`config.mk`:
```
export PLATFORM = sky130hd
export DESIGN_NAME = bit_corr_top
export DESIGN_NICKNAME = d
export VERILOG_FILES = /design/src/hdl/corr_pkg.sv /design/src/hdl/bit_corr_top.sv /design/src/hdl/corr_collector.sv /design/src/hdl/bit_corr_chain.sv /design/src/hdl/corr_sequencer.sv /design/src/hdl/credit_fifo.sv
export VERILOG_INCLUDE_DIRS = /design/src /design/src/hdl
export SDC_FILE = /design/constraint.sdc
export NUM_CORES = 1
export LEC_CHECK = 0
export BUFFER_PORTS_ARGS = -buffer_cell sky130_fd_sc_hd__buf_2
export CORE_UTILIZATION = 40
export CTS_BUF_LIST = sky130_fd_sc_hd__clkbuf_8
export DETAILED_ROUTE_END_ITERATION = 10
export PLACE_DENSITY_LB_ADDON = 0.2
export SYNTH_ARGS = -nofsm -noshare
export SYNTH_HDL_FRONTEND = slang
export SYNTH_SLANG_ARGS = --single-unit
```
`constraint.sdc`:
```
create_clock -name clk -period 13.8 [get_ports clk]
set_input_delay 0.69 -clock clk [delete_from_list [all_inputs] [get_ports clk]]
set_output_delay 0.69 -clock clk [all_outputs]
set_load 0.005 [all_outputs]
```
`src/hdl/corr_cfg.svh`:
```
// Correlator size configuration
`ifndef CORR_CFG_SVH
`define CORR_CFG_SVH

////////////////////////////////////////////////////////////
// Datapath sizes
////////////////////////////////////////////////////////////

// Channels carried in one input word
`define CORR_NUM_PARALLEL 4
`define CORR_WAVE_WIDTH 6
// At least wave width plus bits of the tap count
`define CORR_ACC_WIDTH 12

////////////////////////////////////////////////////////////
// Codes
////////////////////////////////////////////////////////////

`define CORR_NUM_CORRS 2
`define CORR_LENGTH 5
// Code j occupies bits j*LENGTH +: LENGTH, tap 0 at the low end
`define CORR_TAPS 10'b10110_11001

////////////////////////////////////////////////////////////
// Buffers and credits
////////////////////////////////////////////////////////////

// Input slots, same as the upstream starting credit
`define CORR_IN_DEPTH 4
// Must hold at least one full batch of NUM_CORRS entries
`define CORR_OUT_DEPTH 4
`define CORR_OUT_CREDITS 4

`endif
```
`src/hdl/corr_pkg.sv`:
```
// Correlator shared types
`include "corr_cfg.svh"

package corr_pkg;

  // Index widths, kept at one bit minimum
  localparam int CHAN_W = (`CORR_NUM_PARALLEL > 1) ? $clog2(`CORR_NUM_PARALLEL) : 1;
  localparam int CODE_W = (`CORR_NUM_CORRS > 1) ? $clog2(`CORR_NUM_CORRS) : 1;

  ////////////////////////////////////////////////////////////
  // Scalars
  ////////////////////////////////////////////////////////////

  // One input sample, two's complement
  typedef logic signed [`CORR_WAVE_WIDTH-1:0] sample_t;
  // One correlation sum
  typedef logic signed [`CORR_ACC_WIDTH-1:0] acc_t;

  typedef logic [CHAN_W-1:0] chan_idx_t;
  typedef logic [CODE_W-1:0] code_idx_t;

  ////////////////////////////////////////////////////////////
  // Stream words
  ////////////////////////////////////////////////////////////

  // Lane p holds channel p
  typedef sample_t [`CORR_NUM_PARALLEL-1:0] in_word_t;
  typedef acc_t [`CORR_NUM_PARALLEL-1:0] out_word_t;

  // Output buffer payload
  typedef struct packed {
    code_idx_t code;
    out_word_t word;
  } out_entry_t;

endpackage

```
`src/hdl/bit_corr_top.sv`:
```
// Streaming bit correlator top
`timescale 1ns/1ps
`include "corr_cfg.svh"

module bit_corr_top
  import corr_pkg::*;
(
  input  logic      clk,
  input  logic      arst_n,
  input  logic      in_valid,
  input  in_word_t  in_data,
  output logic      in_credit,
  output logic      out_valid,
  output out_word_t out_data,
  output code_idx_t out_code,
  input  logic      out_credit
);

  localparam int OUT_CRED_W = $clog2(`CORR_OUT_CREDITS + 1);

  logic       word_ready;
  in_word_t   word;
  logic       word_pop;
  logic       item_valid;
  sample_t    item_sample;
  chan_idx_t  item_chan;
  code_idx_t  item_code;
  logic       sum_valid;
  acc_t       sum;
  chan_idx_t  sum_chan;
  code_idx_t  sum_code;
  logic       entry_push;
  out_entry_t entry;
  logic       out_ready;
  out_entry_t out_head;
  logic       out_pop;
  logic       space_return;

  logic [OUT_CRED_W-1:0] dn_credit_cnt;

  ////////////////////////////////////////////////////////////
  // Datapath
  ////////////////////////////////////////////////////////////

  // Input buffer, freed slots go back upstream
  credit_fifo #(.DEPTH(`CORR_IN_DEPTH), .payload_t(in_word_t)) i_in_fifo (
    .clk(clk), .arst_n(arst_n), .push(in_valid), .push_data(in_data),
    .rd_pop(word_pop), .rd_ready(word_ready), .rd_data(word), .credit(in_credit)
  );

  corr_sequencer i_sequencer (
    .clk(clk), .arst_n(arst_n), .word_ready(word_ready), .word(word),
    .word_pop(word_pop), .space_return(space_return), .item_valid(item_valid),
    .item_sample(item_sample), .item_chan(item_chan), .item_code(item_code)
  );

  bit_corr_chain i_chain (
    .clk(clk), .arst_n(arst_n), .item_valid(item_valid), .item_sample(item_sample),
    .item_chan(item_chan), .item_code(item_code), .sum_valid(sum_valid),
    .sum(sum), .sum_chan(sum_chan), .sum_code(sum_code)
  );

  corr_collector i_collector (
    .clk(clk), .arst_n(arst_n), .sum_valid(sum_valid), .sum(sum),
    .sum_chan(sum_chan), .sum_code(sum_code), .push(entry_push), .entry(entry)
  );

  // Output buffer, freed slots refund the sequencer
  credit_fifo #(.DEPTH(`CORR_OUT_DEPTH), .payload_t(out_entry_t)) i_out_fifo (
    .clk(clk), .arst_n(arst_n), .push(entry_push), .push_data(entry),
    .rd_pop(out_pop), .rd_ready(out_ready), .rd_data(out_head),
    .credit(space_return)
  );

  ////////////////////////////////////////////////////////////
  // Downstream credits and output stage
  ////////////////////////////////////////////////////////////

  // Send only while downstream has room
  assign out_pop = out_ready && (dn_credit_cnt != '0);

  always_ff @(posedge clk or negedge arst_n) begin
    if (!arst_n) begin
      dn_credit_cnt <= OUT_CRED_W'(`CORR_OUT_CREDITS);
      out_valid     <= 1'b0;
    end else begin
      dn_credit_cnt <= dn_credit_cnt - OUT_CRED_W'(out_pop) + OUT_CRED_W'(out_credit);
      out_valid     <= out_pop;
    end
  end

  // Registered word and tag
  always_ff @(posedge clk) begin
    if (out_pop) begin
      out_data <= out_head.word;
      out_code <= out_head.code;
    end
  end

endmodule

```
`src/hdl/corr_collector.sv`:
```
// Correlation sum collector
`timescale 1ns/1ps
`include "corr_cfg.svh"

module corr_collector
  import corr_pkg::*;
(
  input  logic       clk,
  input  logic       arst_n,
  input  logic       sum_valid,
  input  acc_t       sum,
  input  chan_idx_t  sum_chan,
  input  code_idx_t  sum_code,
  output logic       push,
  output out_entry_t entry
);

  localparam int NP = `CORR_NUM_PARALLEL;

  logic last_chan;

  // Final lane of a code
  assign last_chan = sum_valid && (sum_chan == chan_idx_t'(NP - 1));

  ////////////////////////////////////////////////////////////
  // Push strobe
  ////////////////////////////////////////////////////////////

  // Fires the cycle after the last lane lands
  always_ff @(posedge clk or negedge arst_n) begin
    if (!arst_n) begin
      push <= 1'b0;
    end else begin
      push <= last_chan;
    end
  end

  ////////////////////////////////////////////////////////////
  // Entry assembly
  ////////////////////////////////////////////////////////////

  // Lane per channel
  always_ff @(posedge clk) begin
    if (sum_valid) begin
      entry.word[sum_chan] <= sum;
    end
  end

  // Tag latched with the last lane
  always_ff @(posedge clk) begin
    if (last_chan) begin
      entry.code <= sum_code;
    end
  end

endmodule

```
`src/hdl/bit_corr_chain.sv`:
```
// Time-multiplexed bit correlator chain
`timescale 1ns/1ps
`include "corr_cfg.svh"

module bit_corr_chain
  import corr_pkg::*;
(
  input  logic      clk,
  input  logic      arst_n,
  input  logic      item_valid,
  input  sample_t   item_sample,
  input  chan_idx_t item_chan,
  input  code_idx_t item_code,
  output logic      sum_valid,
  output acc_t      sum,
  output chan_idx_t sum_chan,
  output code_idx_t sum_code
);

  localparam int LEN       = `CORR_LENGTH;
  localparam int NP        = `CORR_NUM_PARALLEL;
  localparam int NC        = `CORR_NUM_CORRS;
  localparam int MEM_DEPTH = NP * NC;
  localparam int ADDR_W    = (MEM_DEPTH > 1) ? $clog2(MEM_DEPTH) : 1;
  localparam logic [NC*LEN-1:0] TAPS = `CORR_TAPS;

  logic              s1_valid;
  sample_t           s1_sample;
  chan_idx_t         s1_chan;
  code_idx_t         s1_code;
  logic [ADDR_W-1:0] addr;
  logic [LEN-1:0]    code_bits;
  acc_t              sample_ext;

  acc_t add_in0 [LEN];
  acc_t add_in1 [LEN];
  acc_t add_out [LEN];

  // Column n keeps adder n partial sums, one per (code, channel)
  acc_t col_mem [LEN-1][MEM_DEPTH];

  ////////////////////////////////////////////////////////////
  // Item register
  ////////////////////////////////////////////////////////////

  always_ff @(posedge clk or negedge arst_n) begin
    if (!arst_n) begin
      s1_valid <= 1'b0;
    end else begin
      s1_valid <= item_valid;
    end
  end

  always_ff @(posedge clk) begin
    s1_sample <= item_sample;
    s1_chan   <= item_chan;
    s1_code   <= item_code;
  end

  // Memory address, code major
  assign addr = ADDR_W'(s1_code) * ADDR_W'(NP) + ADDR_W'(s1_chan);

  // Taps of the active code
  assign code_bits  = TAPS[s1_code * LEN +: LEN];
  assign sample_ext = acc_t'(s1_sample);

  ////////////////////////////////////////////////////////////
  // Adders
  ////////////////////////////////////////////////////////////

  for (genvar n = 0; n < LEN; n++) begin : g_adder
    // Reversed tap, since adder n sees the sample LEN-1-n words early
    assign add_in0[n] = code_bits[LEN-1-n] ? sample_ext : -sample_ext;
    if (n == 0) begin : g_first
      assign add_in1[n] = '0;
    end else begin : g_rest
      // Partial sum left by the previous word at this address
      assign add_in1[n] = col_mem[n-1][addr];
    end
    assign add_out[n] = add_in1[n] + add_in0[n];
  end

  ////////////////////////////////////////////////////////////
  // Memory columns
  ////////////////////////////////////////////////////////////

  // Zero history at reset
  always_ff @(posedge clk or negedge arst_n) begin
    if (!arst_n) begin
      for (int c = 0; c < LEN - 1; c++) begin
        for (int a = 0; a < MEM_DEPTH; a++) begin
          col_mem[c][a] <= '0;
        end
      end
    end else if (s1_valid) begin
      for (int c = 0; c < LEN - 1; c++) begin
        col_mem[c][addr] <= add_out[c];
      end
    end
  end

  ////////////////////////////////////////////////////////////
  // Sum register
  ////////////////////////////////////////////////////////////

  always_ff @(posedge clk or negedge arst_n) begin
    if (!arst_n) begin
      sum_valid <= 1'b0;
    end else begin
      sum_valid <= s1_valid;
    end
  end

  // Last adder closes the full tap sum
  always_ff @(posedge clk) begin
    sum      <= add_out[LEN-1];
    sum_chan <= s1_chan;
    sum_code <= s1_code;
  end

endmodule

```
`src/hdl/corr_sequencer.sv`:
```
// Correlator item sequencer
`timescale 1ns/1ps
`include "corr_cfg.svh"

module corr_sequencer
  import corr_pkg::*;
(
  input  logic      clk,
  input  logic      arst_n,
  input  logic      word_ready,
  input  in_word_t  word,
  output logic      word_pop,
  input  logic      space_return,
  output logic      item_valid,
  output sample_t   item_sample,
  output chan_idx_t item_chan,
  output code_idx_t item_code
);

  localparam int NP      = `CORR_NUM_PARALLEL;
  localparam int NC      = `CORR_NUM_CORRS;
  localparam int SPACE_W = $clog2(`CORR_OUT_DEPTH + 1);

  in_word_t         cur_word;
  logic             busy;
  chan_idx_t        chan_cnt;
  code_idx_t        code_cnt;
  logic             last_item;
  logic             space_ok;
  logic [SPACE_W-1:0] space_cnt;
  logic [SPACE_W-1:0] space_charge;
  logic [SPACE_W-1:0] space_refund;

  // Final (channel, code) pair of the batch
  assign last_item = busy && (chan_cnt == chan_idx_t'(NP - 1)) &&
                     (code_cnt == code_idx_t'(NC - 1));

  // Room for a whole batch in the output buffer
  assign space_ok = (space_cnt >= SPACE_W'(NC));

  // Take a word when idle or on the last item, so batches run back to back
  assign word_pop = word_ready && space_ok && (!busy || last_item);

  ////////////////////////////////////////////////////////////
  // Output space accounting
  ////////////////////////////////////////////////////////////

  assign space_charge = word_pop ? SPACE_W'(NC) : '0;
  assign space_refund = space_return ? SPACE_W'(1) : '0;

  always_ff @(posedge clk or negedge arst_n) begin
    if (!arst_n) begin
      space_cnt <= SPACE_W'(`CORR_OUT_DEPTH);
    end else begin
      space_cnt <= space_cnt - space_charge + space_refund;
    end
  end

  ////////////////////////////////////////////////////////////
  // Channel and code walk
  ////////////////////////////////////////////////////////////

  always_ff @(posedge clk or negedge arst_n) begin
    if (!arst_n) begin
      busy     <= 1'b0;
      chan_cnt <= '0;
      code_cnt <= '0;
    end else if (word_pop) begin
      busy     <= 1'b1;
      chan_cnt <= '0;
      code_cnt <= '0;
    end else if (last_item) begin
      busy <= 1'b0;
    end else if (busy) begin
      // Channel fastest, then next code
      if (chan_cnt == chan_idx_t'(NP - 1)) begin
        chan_cnt <= '0;
        code_cnt <= code_cnt + 1'b1;
      end else begin
        chan_cnt <= chan_cnt + 1'b1;
      end
    end
  end

  // Word held for the whole batch
  always_ff @(posedge clk) begin
    if (word_pop) begin
      cur_word <= word;
    end
  end

  // Item taken straight from the walk state
  assign item_valid  = busy;
  assign item_sample = cur_word[chan_cnt];
  assign item_chan   = chan_cnt;
  assign item_code   = code_cnt;

endmodule

```
`src/hdl/credit_fifo.sv`:
```
// Credit-returning circular buffer
`timescale 1ns/1ps

module credit_fifo #(
  parameter int DEPTH = 4,
  parameter type payload_t = logic [7:0]
) (
  input  logic     clk,
  input  logic     arst_n,
  input  logic     push,
  input  payload_t push_data,
  input  logic     rd_pop,
  output logic     rd_ready,
  output payload_t rd_data,
  output logic     credit
);

  localparam int PTR_W = (DEPTH > 1) ? $clog2(DEPTH) : 1;
  localparam int CNT_W = $clog2(DEPTH + 1);

  payload_t mem [DEPTH];

  logic [PTR_W-1:0] wr_ptr;
  logic [PTR_W-1:0] rd_ptr;
  logic [CNT_W-1:0] count;
  logic             pop_ok;

  // Pointer step with wrap at DEPTH
  function automatic logic [PTR_W-1:0] ptr_inc(input logic [PTR_W-1:0] p);
    if (p == PTR_W'(DEPTH - 1)) begin
      return '0;
    end
    return p + 1'b1;
  endfunction

  // Head word visible whenever something is stored
  assign rd_ready = (count != '0);
  assign rd_data  = mem[rd_ptr];
  // Pop on empty is ignored
  assign pop_ok   = rd_pop & rd_ready;

  ////////////////////////////////////////////////////////////
  // Storage
  ////////////////////////////////////////////////////////////

  // Writers hold a credit per push, so no full check here
  always_ff @(posedge clk) begin
    if (push) begin
      mem[wr_ptr] <= push_data;
    end
  end

  ////////////////////////////////////////////////////////////
  // Pointers, occupancy and credit return
  ////////////////////////////////////////////////////////////

  always_ff @(posedge clk or negedge arst_n) begin
    if (!arst_n) begin
      wr_ptr <= '0;
      rd_ptr <= '0;
      count  <= '0;
      credit <= 1'b0;
    end else begin
      if (push) begin
        wr_ptr <= ptr_inc(wr_ptr);
      end
      if (pop_ok) begin
        rd_ptr <= ptr_inc(rd_ptr);
      end
      case ({push, pop_ok})
        2'b10:   count <= count + 1'b1;
        2'b01:   count <= count - 1'b1;
        default: count <= count;
      endcase
      // One pulse per freed slot, a cycle after the pop
      credit <= pop_ok;
    end
  end

endmodule

```
After elaboration in Yosys (flattened, before gate mapping):

Memory sizes are Yosys's and may differ from the RTL's. A register that Yosys moved wholly into a read port is not among the register bits.
Cells that the tools add are included.

* bits in registers: 487
* RAM bits: 292
* input port bits: 28
* output and inout port bits: 51
* logic and storage cells: 186
* memories kept: 2

* add/sub/neg operators: 20
* multipliers: 1
* magnitude comparators: 6
* equal/unequal tests: 11
* shift-type cells: 1
* muxes and demuxes: 62
* bitwise operators: 3
* reductions and logical operators: 20

Memories
* i_out_fifo.mem: depth 4, width 49, read ports 1, clocked after Yosys merged registers in 1, write ports 1, line credit_fifo.sv:21 `payload_t mem [DEPTH];`
* i_in_fifo.mem: depth 4, width 24, read ports 1, clocked after Yosys merged registers in 1, write ports 1, line credit_fifo.sv:21

Operators with widths (number)
* $bwmux W96: 4
* $mux W12: 15
* $bmux W12 S3: 4
* $add A12 B12 Y12: 4
* $bwmux W48: 1
* $demux W12 S3: 1
* $mux W2: 13
* $demux W12 S2: 1
* $mux W1: 19
* $eq A2 B2 Y1 const B: 8
* $bmux W6 S2: 1
* $neg A6 Y12: 1
* $pmux W3 S2: 2
* $add A2 B1 Y2 const B: 5
* $reduce_bool A2 Y1: 5
* $shiftx A10 B5 Y5 const A: 1
* $reduce_bool A3 Y1: 3
* $logic_and A1 B1 Y1: 8
* $add A3 B1 Y3 const B: 2
* $lt A2 B3 Y1 const B: 2
* $mux W6: 1
* $sub A3 B1 Y3 const B: 2
* $eq A2 B1 Y1 const B: 2
* $ge A4 B4 Y1 const B: 1
* 17 further kinds: 18

Logic depth before layout (Yosys ltp):

Gate-level depths: netlist (run 1).

* depth in word-level cells: 8
* mapped depth: 26
* mapped depth without buffers: 16

By module:

A second synthesis (run 1) with hierarchy kept.

* cells, all modules: 2145
* area total of the unflattened synthesis: 33221.9 µm²

Modules (own cells, without submodules)
* bit_corr_chain: instances 1, cells an instance 1506, area each 17275.3 µm², seq. area each 8938.6 µm²
* credit_fifo at i_out_fifo: instances 1, cells an instance 297, area each 7581.0 µm², seq. area each 6085.8 µm²
* credit_fifo at i_in_fifo: instances 1, cells an instance 167, area each 3961.3 µm², seq. area each 3083.0 µm²
* bit_corr_top: instances 1, cells an instance 62, area each 1666.6 µm², seq. area each 1572.8 µm²
* corr_collector: instances 1, cells an instance 54, area each 1534.0 µm², seq. area each 1496.4 µm²
* corr_sequencer: instances 1, cells an instance 59, area each 1203.7 µm², seq. area each 897.1 µm²

Least setup slack after synthesis (run 1):

No wires, ideal clock.

* kind: register to register
* from: reg i_chain.s1_chan[1]
* to: reg i_chain.col_mem[106] (netlist bit)
* library setup time: 139 ps
* arrival: 4651 ps
* required time: 13661 ps
* slack: 9011 ps
* stages on the path, launching flop included: 23
* path buffers: 6
* clock period less this slack: 4789 ps
* cell sequence: dfxtp_1 > buf_2 > buf_2 > buf_2 > buf_1 > buf_1 > buf_2 > mux2i_1 > nor2_1 > a21oi_1 > o221ai_1 > ha_1 > inv_1 > fa_1 > inv_1 > a21oi_1 > nor2_1 > o31ai_1 > o21a_1 > o311a_1 > a221o_1 > xor2_1 > o21ai_1

* longest elaborated chain between the ends: 7
* elaborated cells between the ends (all ways): 12
* those cells by class: 2 x add/sub; 2 x order compare; 6 x mux; 1 x bitwise; 1 x reduce/logical

RTL lines
* from (decl): line bit_corr_chain.sv:29 `chan_idx_t s1_chan;`
* from (signal assigned): line bit_corr_chain.sv:56 `s1_chan <= item_chan;`
* $add A3 B2 Y3 (*): line bit_corr_chain.sv:61 `assign addr = ADDR_W'(s1_code) * ADDR_W'(NP) + ADDR_W'(s1_chan);`
* $not A3 Y4 (implied by the code) (*): line bit_corr_chain.sv:78, bit_corr_chain.sv:97
* $bmux W12 S3 (tied with other cells): line bit_corr_chain.sv:78 `assign add_in1[n] = col_mem[n-1][addr];`
* $mux W12 (implied by the code) / $logic_and A1 B1 Y1 (equally long branches): line bit_corr_chain.sv:78, bit_corr_chain.sv:97
* $mux W12, on equally long branches: line bit_corr_chain.sv:78, bit_corr_chain.sv:97
* $add A12 B12 Y12 / $demux W12 S3 (equally long branches): line bit_corr_chain.sv:80, bit_corr_chain.sv:97
* $bwmux W96 (*): line bit_corr_chain.sv:97 `col_mem[c][addr] <= add_out[c];`
* to (signal, indexed assignment): line bit_corr_chain.sv:97
* to (decl): line bit_corr_chain.sv:40 `acc_t col_mem [LEN-1][MEM_DEPTH];`

Every way passes the cells marked *; elsewhere a longest branch is shown, timed or not. The select of a mux whose other input is x is not followed.
A chain may end at the register's enable or synchronous reset.

Worst setup path in the final report (run 1):

* from: reg i_chain.s1_chan[1]
* to: reg i_chain.col_mem[178] (netlist bit)

The elaborated chain is that of the path after synthesis.

==> results of run 1 <==
[Yosys cell counts (8+ instances only)]
| cell type | n |
|---|---|
| xor2_1 | 25 |
| nor3_1 | 18 |
| o221ai_1 | 12 |
| nand2_1 | 485 |
| dfrtp_1 | 363 |
| or3_1 | 18 |
| clkbuf_1 | 108 |
| o22ai_1 | 15 |
| mux2i_1 | 88 |
| mux4_2 | 92 |
| mux2_2 | 32 |
| and2_1 | 15 |
| nand2b_1 | 9 |
| nor2_1 | 98 |
| a21o_1 | 11 |
| nand3_1 | 21 |
| ha_1 | 56 |
| dfxtp_1 | 24 |
| nand4_1 | 8 |
| o21ai_2 | 8 |
| buf_1 | 17 |
| o21ai_0 | 267 |
| o21ai_1 | 22 |
| edfxtp_1 | 414 |
| xnor2_1 | 45 |
| buf_2 | 20 |
| inv_1 | 62 |
| a31oi_1 | 12 |
| a21oi_1 | 86 |
[worst max-delay path, cell delays in order (launching register included)]
cell      delay [ns]
dfxtp_4         0.60
buf_4           0.44
buf_4           0.62
nor2b_2         0.31
buf_4           0.34
a21oi_1         0.12
o221ai_1        0.17
ha_1            0.21
inv_1           0.06
fa_1            0.45
inv_1           0.08
a21oi_1         0.11
nor2_1          0.13
o31ai_1         0.13
o21a_1          0.22
o311a_1         0.36
a221o_1         0.34
xor2_1          0.50
o21ai_1         0.16
[flip-flops by register name, indices dropped and copies added (netlist names), 3 cells and up]
name	count
dn_credit_cnt	3
i_chain.col_mem	336
i_chain.s1_sample	6
i_chain.sum	12
i_collector.entry	49
i_in_fifo.count	3
i_in_fifo.mem	96
i_out_fifo.count	3
i_out_fifo.mem	196
i_sequencer.cur_word	24
i_sequencer.space_cnt	3
out_data	48
[metrics by stage]
step / instances / area [um2]
after detailed placement: 3626 / 35300
after CTS: 3875 / 37900
after floorplan: 2582 / 33800
after global placement: 3626 / 35300
final: 3881 / 38000
after global routing: 3880 / 38000
[area by class of cell]
type                       instances  area (um2)
antenna                            6        15.0
clock buffer                     157        2160
clock inverter                    92         509
fill                            7536       45600
inverter                          63         236
multi-input combinational       1561       10900
sequential                       803       22100
tap                             1080        1350
timing repair buffer             119         721
[where the power goes]
group	total, mW	switching [mW]	leakage [nW]	internal, mW
clock	2.05	0.982	1.54	1.07
combinational	0.115	0.0765	4.43	0.0381
sequential	2.59	0.0185	9.03	2.58
total	4.76	1.08	15.0	3.69
[worst paths after layout]
kind | start | endpoint | slack [ns] | cells past startpoint
max reg2reg | i_chain.s1_chan[1]$_DFF_P_ | i_chain.col_mem[178]$_DFFE_PN0P_ | 8.23 | 18
max | i_chain.s1_chan[1]$_DFF_P_ | i_chain.col_mem[178]$_DFFE_PN0P_ | 8.23 | 18
min reg2reg | i_chain.sum_code$_DFF_P_ | i_collector.entry[48]$_DFFE_PP_ | 0.41 | 0
min in group clk | in_data[17] | i_in_fifo.mem[0][17]$_DFFE_PP_ | 0.12 | 1
max in group asynchronous | arst_n | i_out_fifo.rd_ptr[0]$_DFFE_PN0P_ | 12.18 | 2
min | arst_n | i_chain.col_mem[29]$_DFFE_PN0P_ | 0.009 | 1
[layer usage]
| metal | wire [um] | share of wire [%] | up-vias | global-route usage, % |
|---|---|---|---|---|
| met1 | 36400 | 45 | 10300 | 26.3 |
| met4 | 1820 | 2.3 | 0 | 6.88 |
| li1 | - | - | 9531 | - |
| met3 | 4300 | 5.3 | 124 | 3.55 |
| met2 | 38200 | 47 | 572 | 31.0 |
| met5 | 0 | 0 | - | 0 |
[logic make-up after synthesis]
family / Yosys count / synth area share, %
XOR/XNOR: 71 / 1.90
flip-flops: 803 / 65.3
buffers and inverters: 218 / 2.65
adder cells (fa/ha/maj): 68 / 2.64
AND/OR/NAND/NOR: 705 / 8.69
multiplexers: 218 / 10.2
AO/OA/AOI/OAI: 499 / 8.65
==> report_table.html, run 1 <==
<table>
<tr><th>Metric</th><th>Value</th></tr>
<tr><th colspan="2">Route</th></tr>
<tr><td>DRC viols</td><td>0</td></tr>
<tr><td>First-pass iteration count of the detailed router</td><td>5</td></tr>
<tr><td>Detailed-route via count</td><td>20,600</td></tr>
<tr><td>Per-cell routed wire length</td><td>20.8 um</td></tr>
<tr><td>Vias per cell</td><td>5.30</td></tr>
<tr><td>Antenna violation net count after detailed routing</td><td>0</td></tr>
<tr><td>Total routed wirelength</td><td>80,700 um</td></tr>
<tr><td>Number of design-rule violations left by the first detailed-router iteration</td><td>1,594</td></tr>
<tr><th colspan="2">Clock tree</th></tr>
<tr><td>Total number of clock tree sinks</td><td>803</td></tr>
<tr><td>Clock tree from TritonCTS</td><td>built</td></tr>
<tr><td>Number of post-CTS setup repair buffers</td><td>0</td></tr>
<tr><td>Clk pin slew, worst setup/hold paths</td><td>0.06 ns</td></tr>
<tr><td>Clock Latency Late Sink</td><td>0.79 ns</td></tr>
<tr><td>Number of gates resized after cts</td><td>0</td></tr>
<tr><td>Root cell of the clock tree</td><td>clkbuf_8</td></tr>
<tr><td>CTS Hold Bufs</td><td>0</td></tr>
<tr><td>CTS H-tree depth</td><td>4</td></tr>
<tr><td>Clock tree buffer depth</td><td>3</td></tr>
<tr><td>TritonCTS buffer count</td><td>137</td></tr>
<tr><th colspan="2">Placement</th></tr>
<tr><td>Total half-perimeter wirelength after legalization and detailed placement</td><td>48,900 um</td></tr>
<tr><td>Routability Congestion</td><td>0.840</td></tr>
<tr><td>Count of input and output buffers</td><td>78</td></tr>
<tr><td>Dpl ws</td><td>8.28 ns</td></tr>
<tr><th colspan="2">STA</th></tr>
<tr><td>Final hold violation count</td><td>0</td></tr>
<tr><td>Endpoints failing setup</td><td>0</td></tr>
<tr><td>Unrepaired setup endpoints after global routing</td><td>false</td></tr>
<tr><td>Summed negative setup slack over all endpoints</td><td>0 ns</td></tr>
<tr><td>Fmax</td><td>180 MHz</td></tr>
<tr><td>Post-Route Skew</td><td>0.0467 ns</td></tr>
<tr><td>Relative slew slack</td><td>9.87%</td></tr>
<tr><td>Max-slew violation count</td><td>0</td></tr>
<tr><td>Smallest setup slack after layout</td><td>8.23 ns</td></tr>
<tr><td>Worst hold margin</td><td>0.00949 ns</td></tr>
<tr><td>Share of the clock period used by the worst path</td><td>40.3%</td></tr>
<tr><td>Worst Max-Slew Pin Slew</td><td>1.35 ns</td></tr>
<tr><td>Min cycle time layout</td><td>5.57 ns</td></tr>
<tr><th colspan="2">Worst setup path</th></tr>
<tr><td>CP required</td><td>14.44 ns</td></tr>
<tr><td>Critical path peak fanout</td><td>48</td></tr>
<tr><td>Data arrival time of the critical path</td><td>6.20 ns</td></tr>
<tr><td>Type of origin of the critical path</td><td>flop</td></tr>
<tr><td>Worst Setup Path Type</td><td>reg -&gt; reg</td></tr>
<tr><td>Endpoint type of the worst setup path</td><td>flop</td></tr>
<tr><th colspan="2">Synth</th></tr>
<tr><td>Synth Register Bits</td><td>803</td></tr>
<tr><td>Unique masters post-synth</td><td>82</td></tr>
<tr><td>Synth warn</td><td>0</td></tr>
<tr><td>Nets in the synthesized netlist</td><td>2,673</td></tr>
<tr><td>Yosys top cell by area</td><td>edfxtp_1</td></tr>
<tr><td>Area contributors post-synth</td><td>edfxtp_1, dfrtp_1, mux4_2</td></tr>
<tr><td>Netlist area before placement</td><td>33,800 um2</td></tr>
<tr><td>Area fraction of the dominant cell type after synthesis</td><td>36.8%</td></tr>
<tr><td>Number of enable-type register cells in the synthesized netlist</td><td>414</td></tr>
<tr><td>Most used flip-flop cell after synthesis</td><td>edfxtp_1</td></tr>
<tr><td>Post-Syn Area per Cell</td><td>13.1 um2</td></tr>
<tr><td>Post-Syn Instances</td><td>2,582</td></tr>
<tr><td>Async set or reset register ratio after synthesis</td><td>45.5%</td></tr>
<tr><td>Part of the Yosys area used for sequential elements</td><td>65.3%</td></tr>
<tr><th colspan="2">Floorplan</th></tr>
<tr><td>Die outline width</td><td>293 um</td></tr>
<tr><td>Overall die height</td><td>293 um</td></tr>
<tr><td>Initial core utilization</td><td>40.4%</td></tr>
<tr><td>Number of placement rows</td><td>106</td></tr>
<tr><td>Total Die Area</td><td>85,600 um2</td></tr>
<tr><td>I/O pins</td><td>79</td></tr>
<tr><td>Core Region</td><td>83,600 um2</td></tr>
<tr><th colspan="2">Finish</th></tr>
<tr><td>Layout cell share with drive strength beyond 1</td><td>17.1%</td></tr>
<tr><td>Commonest cells after routing, fill and taps aside</td><td>nand2_1, edfxtp_1, dfrtp_1</td></tr>
<tr><td>Most common library cell in the layout ignoring fill and taps</td><td>nand2_1</td></tr>
<tr><td>Area Growth Syn to Fin</td><td>12.4%</td></tr>
<tr><td>Count of nets after finishing</td><td>2,776</td></tr>
<tr><td>Share of the core filled with cells</td><td>45.4%</td></tr>
<tr><th colspan="2">Global route</th></tr>
<tr><td>Remaining global-route overflow</td><td>0</td></tr>
<tr><td>Number of global-route vias before repair</td><td>21,200</td></tr>
<tr><td>Total routing resource utilization after global routing</td><td>19.3%</td></tr>
<tr><td>Antenna violations before repair</td><td>2</td></tr>
<tr><td>Largest net degree at the start of global routing</td><td>166</td></tr>
<tr><td>Global-route wire length before repair</td><td>126,000 um</td></tr>
<tr><th colspan="2">Pwr</th></tr>
<tr><td>P per Cell Area</td><td>125 nW/um2</td></tr>
<tr><td>Total leakage power</td><td>15.0 nW</td></tr>
<tr><td>Peak supply drop</td><td>117 uV</td></tr>
<tr><td>Design Power</td><td>4.76 mW</td></tr>
<tr><th colspan="2">Job</th></tr>
<tr><td>Number of max-capacitance violations reported</td><td>0</td></tr>
<tr><th colspan="2">Status</th></tr>
<tr><td>Status</td><td>complete, no violations</td></tr>
<tr><th colspan="2">Worst hold path</th></tr>
<tr><td>Kind of path behind the tightest hold check</td><td>in -&gt; async</td></tr>
</table>
Power figures use the tool's default switching activity.
==> inputs of run 2 (changes only) <==
clock period = 4.75 ns   (was 13.8 ns; I/O delays follow)
==> run 2 against run 1 <==
Compared with the run above:
- clock-buffer cell count shrank 3
- highest routed layer unchanged
- setup slack lost 7.8 ns
- critical path type unchanged
- sequential share of layout area shrank 0.72 points
==> report_table.html, run 2 (synthesized netlist as in run 1, its figures left out) <==
<table>
<tr><th>Metric</th><th>Value</th></tr>
<tr><th colspan="2">STA</th></tr>
<tr><td>Worst hold margin</td><td>0.0872 ns</td></tr>
<tr><td>Min cycle time layout</td><td>4.29 ns</td></tr>
<tr><td>Worst Max-Slew Pin Slew</td><td>1.10 ns</td></tr>
<tr><td>Post-Route Skew</td><td>0.0258 ns</td></tr>
<tr><td>Max-slew violation count</td><td>0</td></tr>
<tr><td>Fmax</td><td>233 MHz</td></tr>
<tr><td>Endpoints failing setup</td><td>0</td></tr>
<tr><td>Relative slew slack</td><td>26.6%</td></tr>
<tr><td>Final hold violation count</td><td>0</td></tr>
<tr><td>Share of the clock period used by the worst path</td><td>90.2%</td></tr>
<tr><td>Unrepaired setup endpoints after global routing</td><td>false</td></tr>
<tr><td>Summed negative setup slack over all endpoints</td><td>0 ns</td></tr>
<tr><th colspan="2">Finish</th></tr>
<tr><td>Register Area</td><td>22,100 um2</td></tr>
<tr><td>Area Growth Syn to Fin</td><td>13.8%</td></tr>
<tr><td>Commonest cells after routing, fill and taps aside</td><td>nand2_1, edfxtp_1, dfrtp_1</td></tr>
<tr><td>Final instance area</td><td>38,400 um2</td></tr>
<tr><td>Layout cell share with drive strength beyond 1</td><td>17.7%</td></tr>
<tr><td>Register with the highest flop count</td><td>i_chain.col_mem</td></tr>
<tr><td>Fill cells</td><td>7,577</td></tr>
<tr><td>Max FFs per register</td><td>336</td></tr>
<tr><td>Total area of multi-input combinational cells</td><td>10,900 um2</td></tr>
<tr><td>Most common library cell in the layout ignoring fill and taps</td><td>nand2_1</td></tr>
<tr><td>Share of the core filled with cells</td><td>46.0%</td></tr>
<tr><td>Largest regs</td><td>i_chain.col_mem x336, i_out_fifo.mem x196, i_in_fifo.mem x96</td></tr>
<tr><td>Non-Filler Instances</td><td>3,930</td></tr>
<tr><td>Count of nets after finishing</td><td>2,827</td></tr>
<tr><th colspan="2">Worst setup path</th></tr>
<tr><td>Worst Setup Path Type</td><td>reg -&gt; reg</td></tr>
<tr><td>Worst path cell trace</td><td>clkinv_1, ha_1, mux2_2, ha_1, a21o_1, a21oi_1, nor2_1, a211oi_1, a221oi_2, nor4bb_1, nor3_1, mux2i_2, a21oi_1</td></tr>
<tr><td>Data arrival time of the critical path</td><td>4.90 ns</td></tr>
<tr><td>Library cell contributing the largest single delay on the critical path</td><td>dfxtp_1</td></tr>
<tr><td>Type of origin of the critical path</td><td>flop</td></tr>
<tr><td>CP peak stage delay</td><td>0.53 ns</td></tr>
<tr><td>Endpoint type of the worst setup path</td><td>flop</td></tr>
<tr><td>Critical path peak fanout</td><td>10</td></tr>
<tr><td>CP required</td><td>5.36 ns</td></tr>
<tr><th colspan="2">Floorplan</th></tr>
<tr><td>I/O pins</td><td>79</td></tr>
<tr><td>Initial core utilization</td><td>40.4%</td></tr>
<tr><td>Die outline width</td><td>293 um</td></tr>
<tr><td>Total Die Area</td><td>85,600 um2</td></tr>
<tr><td>Core Region</td><td>83,600 um2</td></tr>
<tr><td>Overall die height</td><td>293 um</td></tr>
<tr><td>Number of placement rows</td><td>106</td></tr>
<tr><th colspan="2">Global route</th></tr>
<tr><td>Total routing resource utilization after global routing</td><td>19.5%</td></tr>
<tr><td>Antenna violations before repair</td><td>1</td></tr>
<tr><td>Number of global-route vias before repair</td><td>21,600</td></tr>
<tr><td>Remaining global-route overflow</td><td>0</td></tr>
<tr><td>Largest net degree at the start of global routing</td><td>125</td></tr>
<tr><td>Global-route wire length before repair</td><td>128,000 um</td></tr>
<tr><th colspan="2">Status</th></tr>
<tr><td>Status</td><td>complete, no violations</td></tr>
<tr><th colspan="2">Pwr</th></tr>
<tr><td>Reported net switching power</td><td>3.14 mW</td></tr>
<tr><td>Peak supply drop</td><td>245 uV</td></tr>
<tr><td>Net switching fraction of the power</td><td>22.7%</td></tr>
<tr><td>Comb pwr share</td><td>2.6%</td></tr>
<tr><td>Total leakage power</td><td>15.2 nW</td></tr>
<tr><td>Power share of the clock group</td><td>42.9%</td></tr>
<tr><td>Cell-internal power</td><td>10.7 mW</td></tr>
<tr><td>Share of total power in sequential cells</td><td>54.5%</td></tr>
<tr><td>P per Cell Area</td><td>359 nW/um2</td></tr>
<tr><th colspan="2">Route</th></tr>
<tr><td>DRC viols</td><td>0</td></tr>
<tr><td>Vias per cell</td><td>5.26</td></tr>
<tr><td>Total routed wirelength</td><td>81,100 um</td></tr>
<tr><td>Antenna violation net count after detailed routing</td><td>0</td></tr>
<tr><td>First-pass iteration count of the detailed router</td><td>5</td></tr>
<tr><td>Per-cell routed wire length</td><td>20.6 um</td></tr>
<tr><td>Detailed-route via count</td><td>20,700</td></tr>
<tr><td>Number of design-rule violations left by the first detailed-router iteration</td><td>1,324</td></tr>
<tr><th colspan="2">Clock tree</th></tr>
<tr><td>Clock Latency Late Sink</td><td>0.78 ns</td></tr>
<tr><td>TritonCTS buffer count</td><td>135</td></tr>
<tr><td>CTS H-tree depth</td><td>4</td></tr>
<tr><td>Number of post-CTS setup repair buffers</td><td>0</td></tr>
<tr><td>Clock tree from TritonCTS</td><td>built</td></tr>
<tr><td>Root cell of the clock tree</td><td>clkbuf_8</td></tr>
<tr><td>Clk pin slew, worst setup/hold paths</td><td>0.06 ns</td></tr>
<tr><td>Total number of clock tree sinks</td><td>803</td></tr>
<tr><td>Clock tree buffer depth</td><td>3</td></tr>
<tr><th colspan="2">Placement</th></tr>
<tr><td>Post-Place Cell Area</td><td>35,500 um2</td></tr>
<tr><td>Total half-perimeter wirelength after legalization and detailed placement</td><td>50,900 um</td></tr>
<tr><td>Routability Congestion</td><td>0.864</td></tr>
<tr><td>DP Cell Count</td><td>3,652</td></tr>
<tr><td>Count of input and output buffers</td><td>78</td></tr>
<tr><th colspan="2">Job</th></tr>
<tr><td>Number of max-capacitance violations reported</td><td>0</td></tr>
<tr><th colspan="2">Worst hold path</th></tr>
<tr><td>Kind of path behind the tightest hold check</td><td>in -&gt; async</td></tr>
</table>
run 2: cell count changes in the layout (fill, tap and decap cells not counted), sizes merged:
cell / delta
buf: +26
clkbuf: -3
clkinv: -1
clkinvlp: -2
diode: -4
dlygate4sd3: +27
inv: +6
run 2: final cells by class:
class | count | share of cell area, %
clock inverter | 95 | 1.33
multi-input combinational | 1561 | 28.5
sequential | 803 | 57.4
tap | 1080 | 3.52
clock buffer | 154 | 5.52
antenna | 2 | 0.0130
timing repair buffer | 172 | 3.15
inverter | 63 | 0.615
run 2: power groups by stage:
stage / Combinational (mW) / Clock, mW / Sequential [mW]
after floorplan: 0.177 / 0 / 7.66
after global placement: 0.334 / 0 / 7.66
after detailed placement: 0.354 / 0 / 7.67
after CTS: 0.376 / 6.10 / 7.54
after global routing: 0.409 / 6.41 / 7.54
final: 0.358 / 5.92 / 7.53
run 2: metal layers:
layer / part of all wire [%] / up-vias / GRT usage (%)
met5: 0 / - / 0
met4: 2.2 / 0 / 6.59
met3: 3.8 / 131 / 3.22
met2: 48 / 398 / 32.0
met1: 46 / 10500 / 26.3
li1: - / 9627 / -
run 2: timing repair:
action / CTS / global route
setup endpoints to repair: 0 / 8
hold buffers: 27 / 0
endpoints found under the hold margin: 190 / 0
gates resized for setup: 0 / 1
run 2: final timing paths:
| kind | from | endpoint | slack (ns) | cells past startpoint |
|---|---|---|---|---|
| max | i_chain.s1_sample[1]$_DFF_P_ | i_chain.col_mem[107]$_DFFE_PN0P_ | 0.46 | 13 |
| min | arst_n | i_chain.col_mem[33]$_DFFE_PN0P_ | 0.09 | 2 |
| max reg2reg | i_chain.s1_sample[1]$_DFF_P_ | i_chain.col_mem[107]$_DFFE_PN0P_ | 0.46 | 13 |
| min reg2reg | i_chain.sum_code$_DFF_P_ | i_collector.entry[48]$_DFFE_PP_ | 0.42 | 0 |
| max in group asynchronous | arst_n | i_chain.col_mem[328]$_DFFE_PN0P_ | 3.40 | 3 |
| min in group clk | in_data[19] | i_in_fifo.mem[1][19]$_DFFE_PP_ | 0.21 | 2 |
run 2: worst max-delay path, delay by kind of cell (launching register included):
kind,cells,cell delay (ns)
AOI/OAI and AO/OA,5,1.12
muxes,2,0.82
adders and majority gates,2,0.70
and+or+nand+nor,3,0.55
DFF,1,0.53
buffers and inverters,1,0.39
run 2: per-stage QoR:
stage,power (mW),setup WS (ns)
6_report,13.8,0.464
3_3_place_gp,7.99,0.447
2_1_floorplan,7.83,0.0368
4_1_cts,14.0,0.320
3_5_place_dp,8.03,0.352
5_1_grt,14.4,0.108
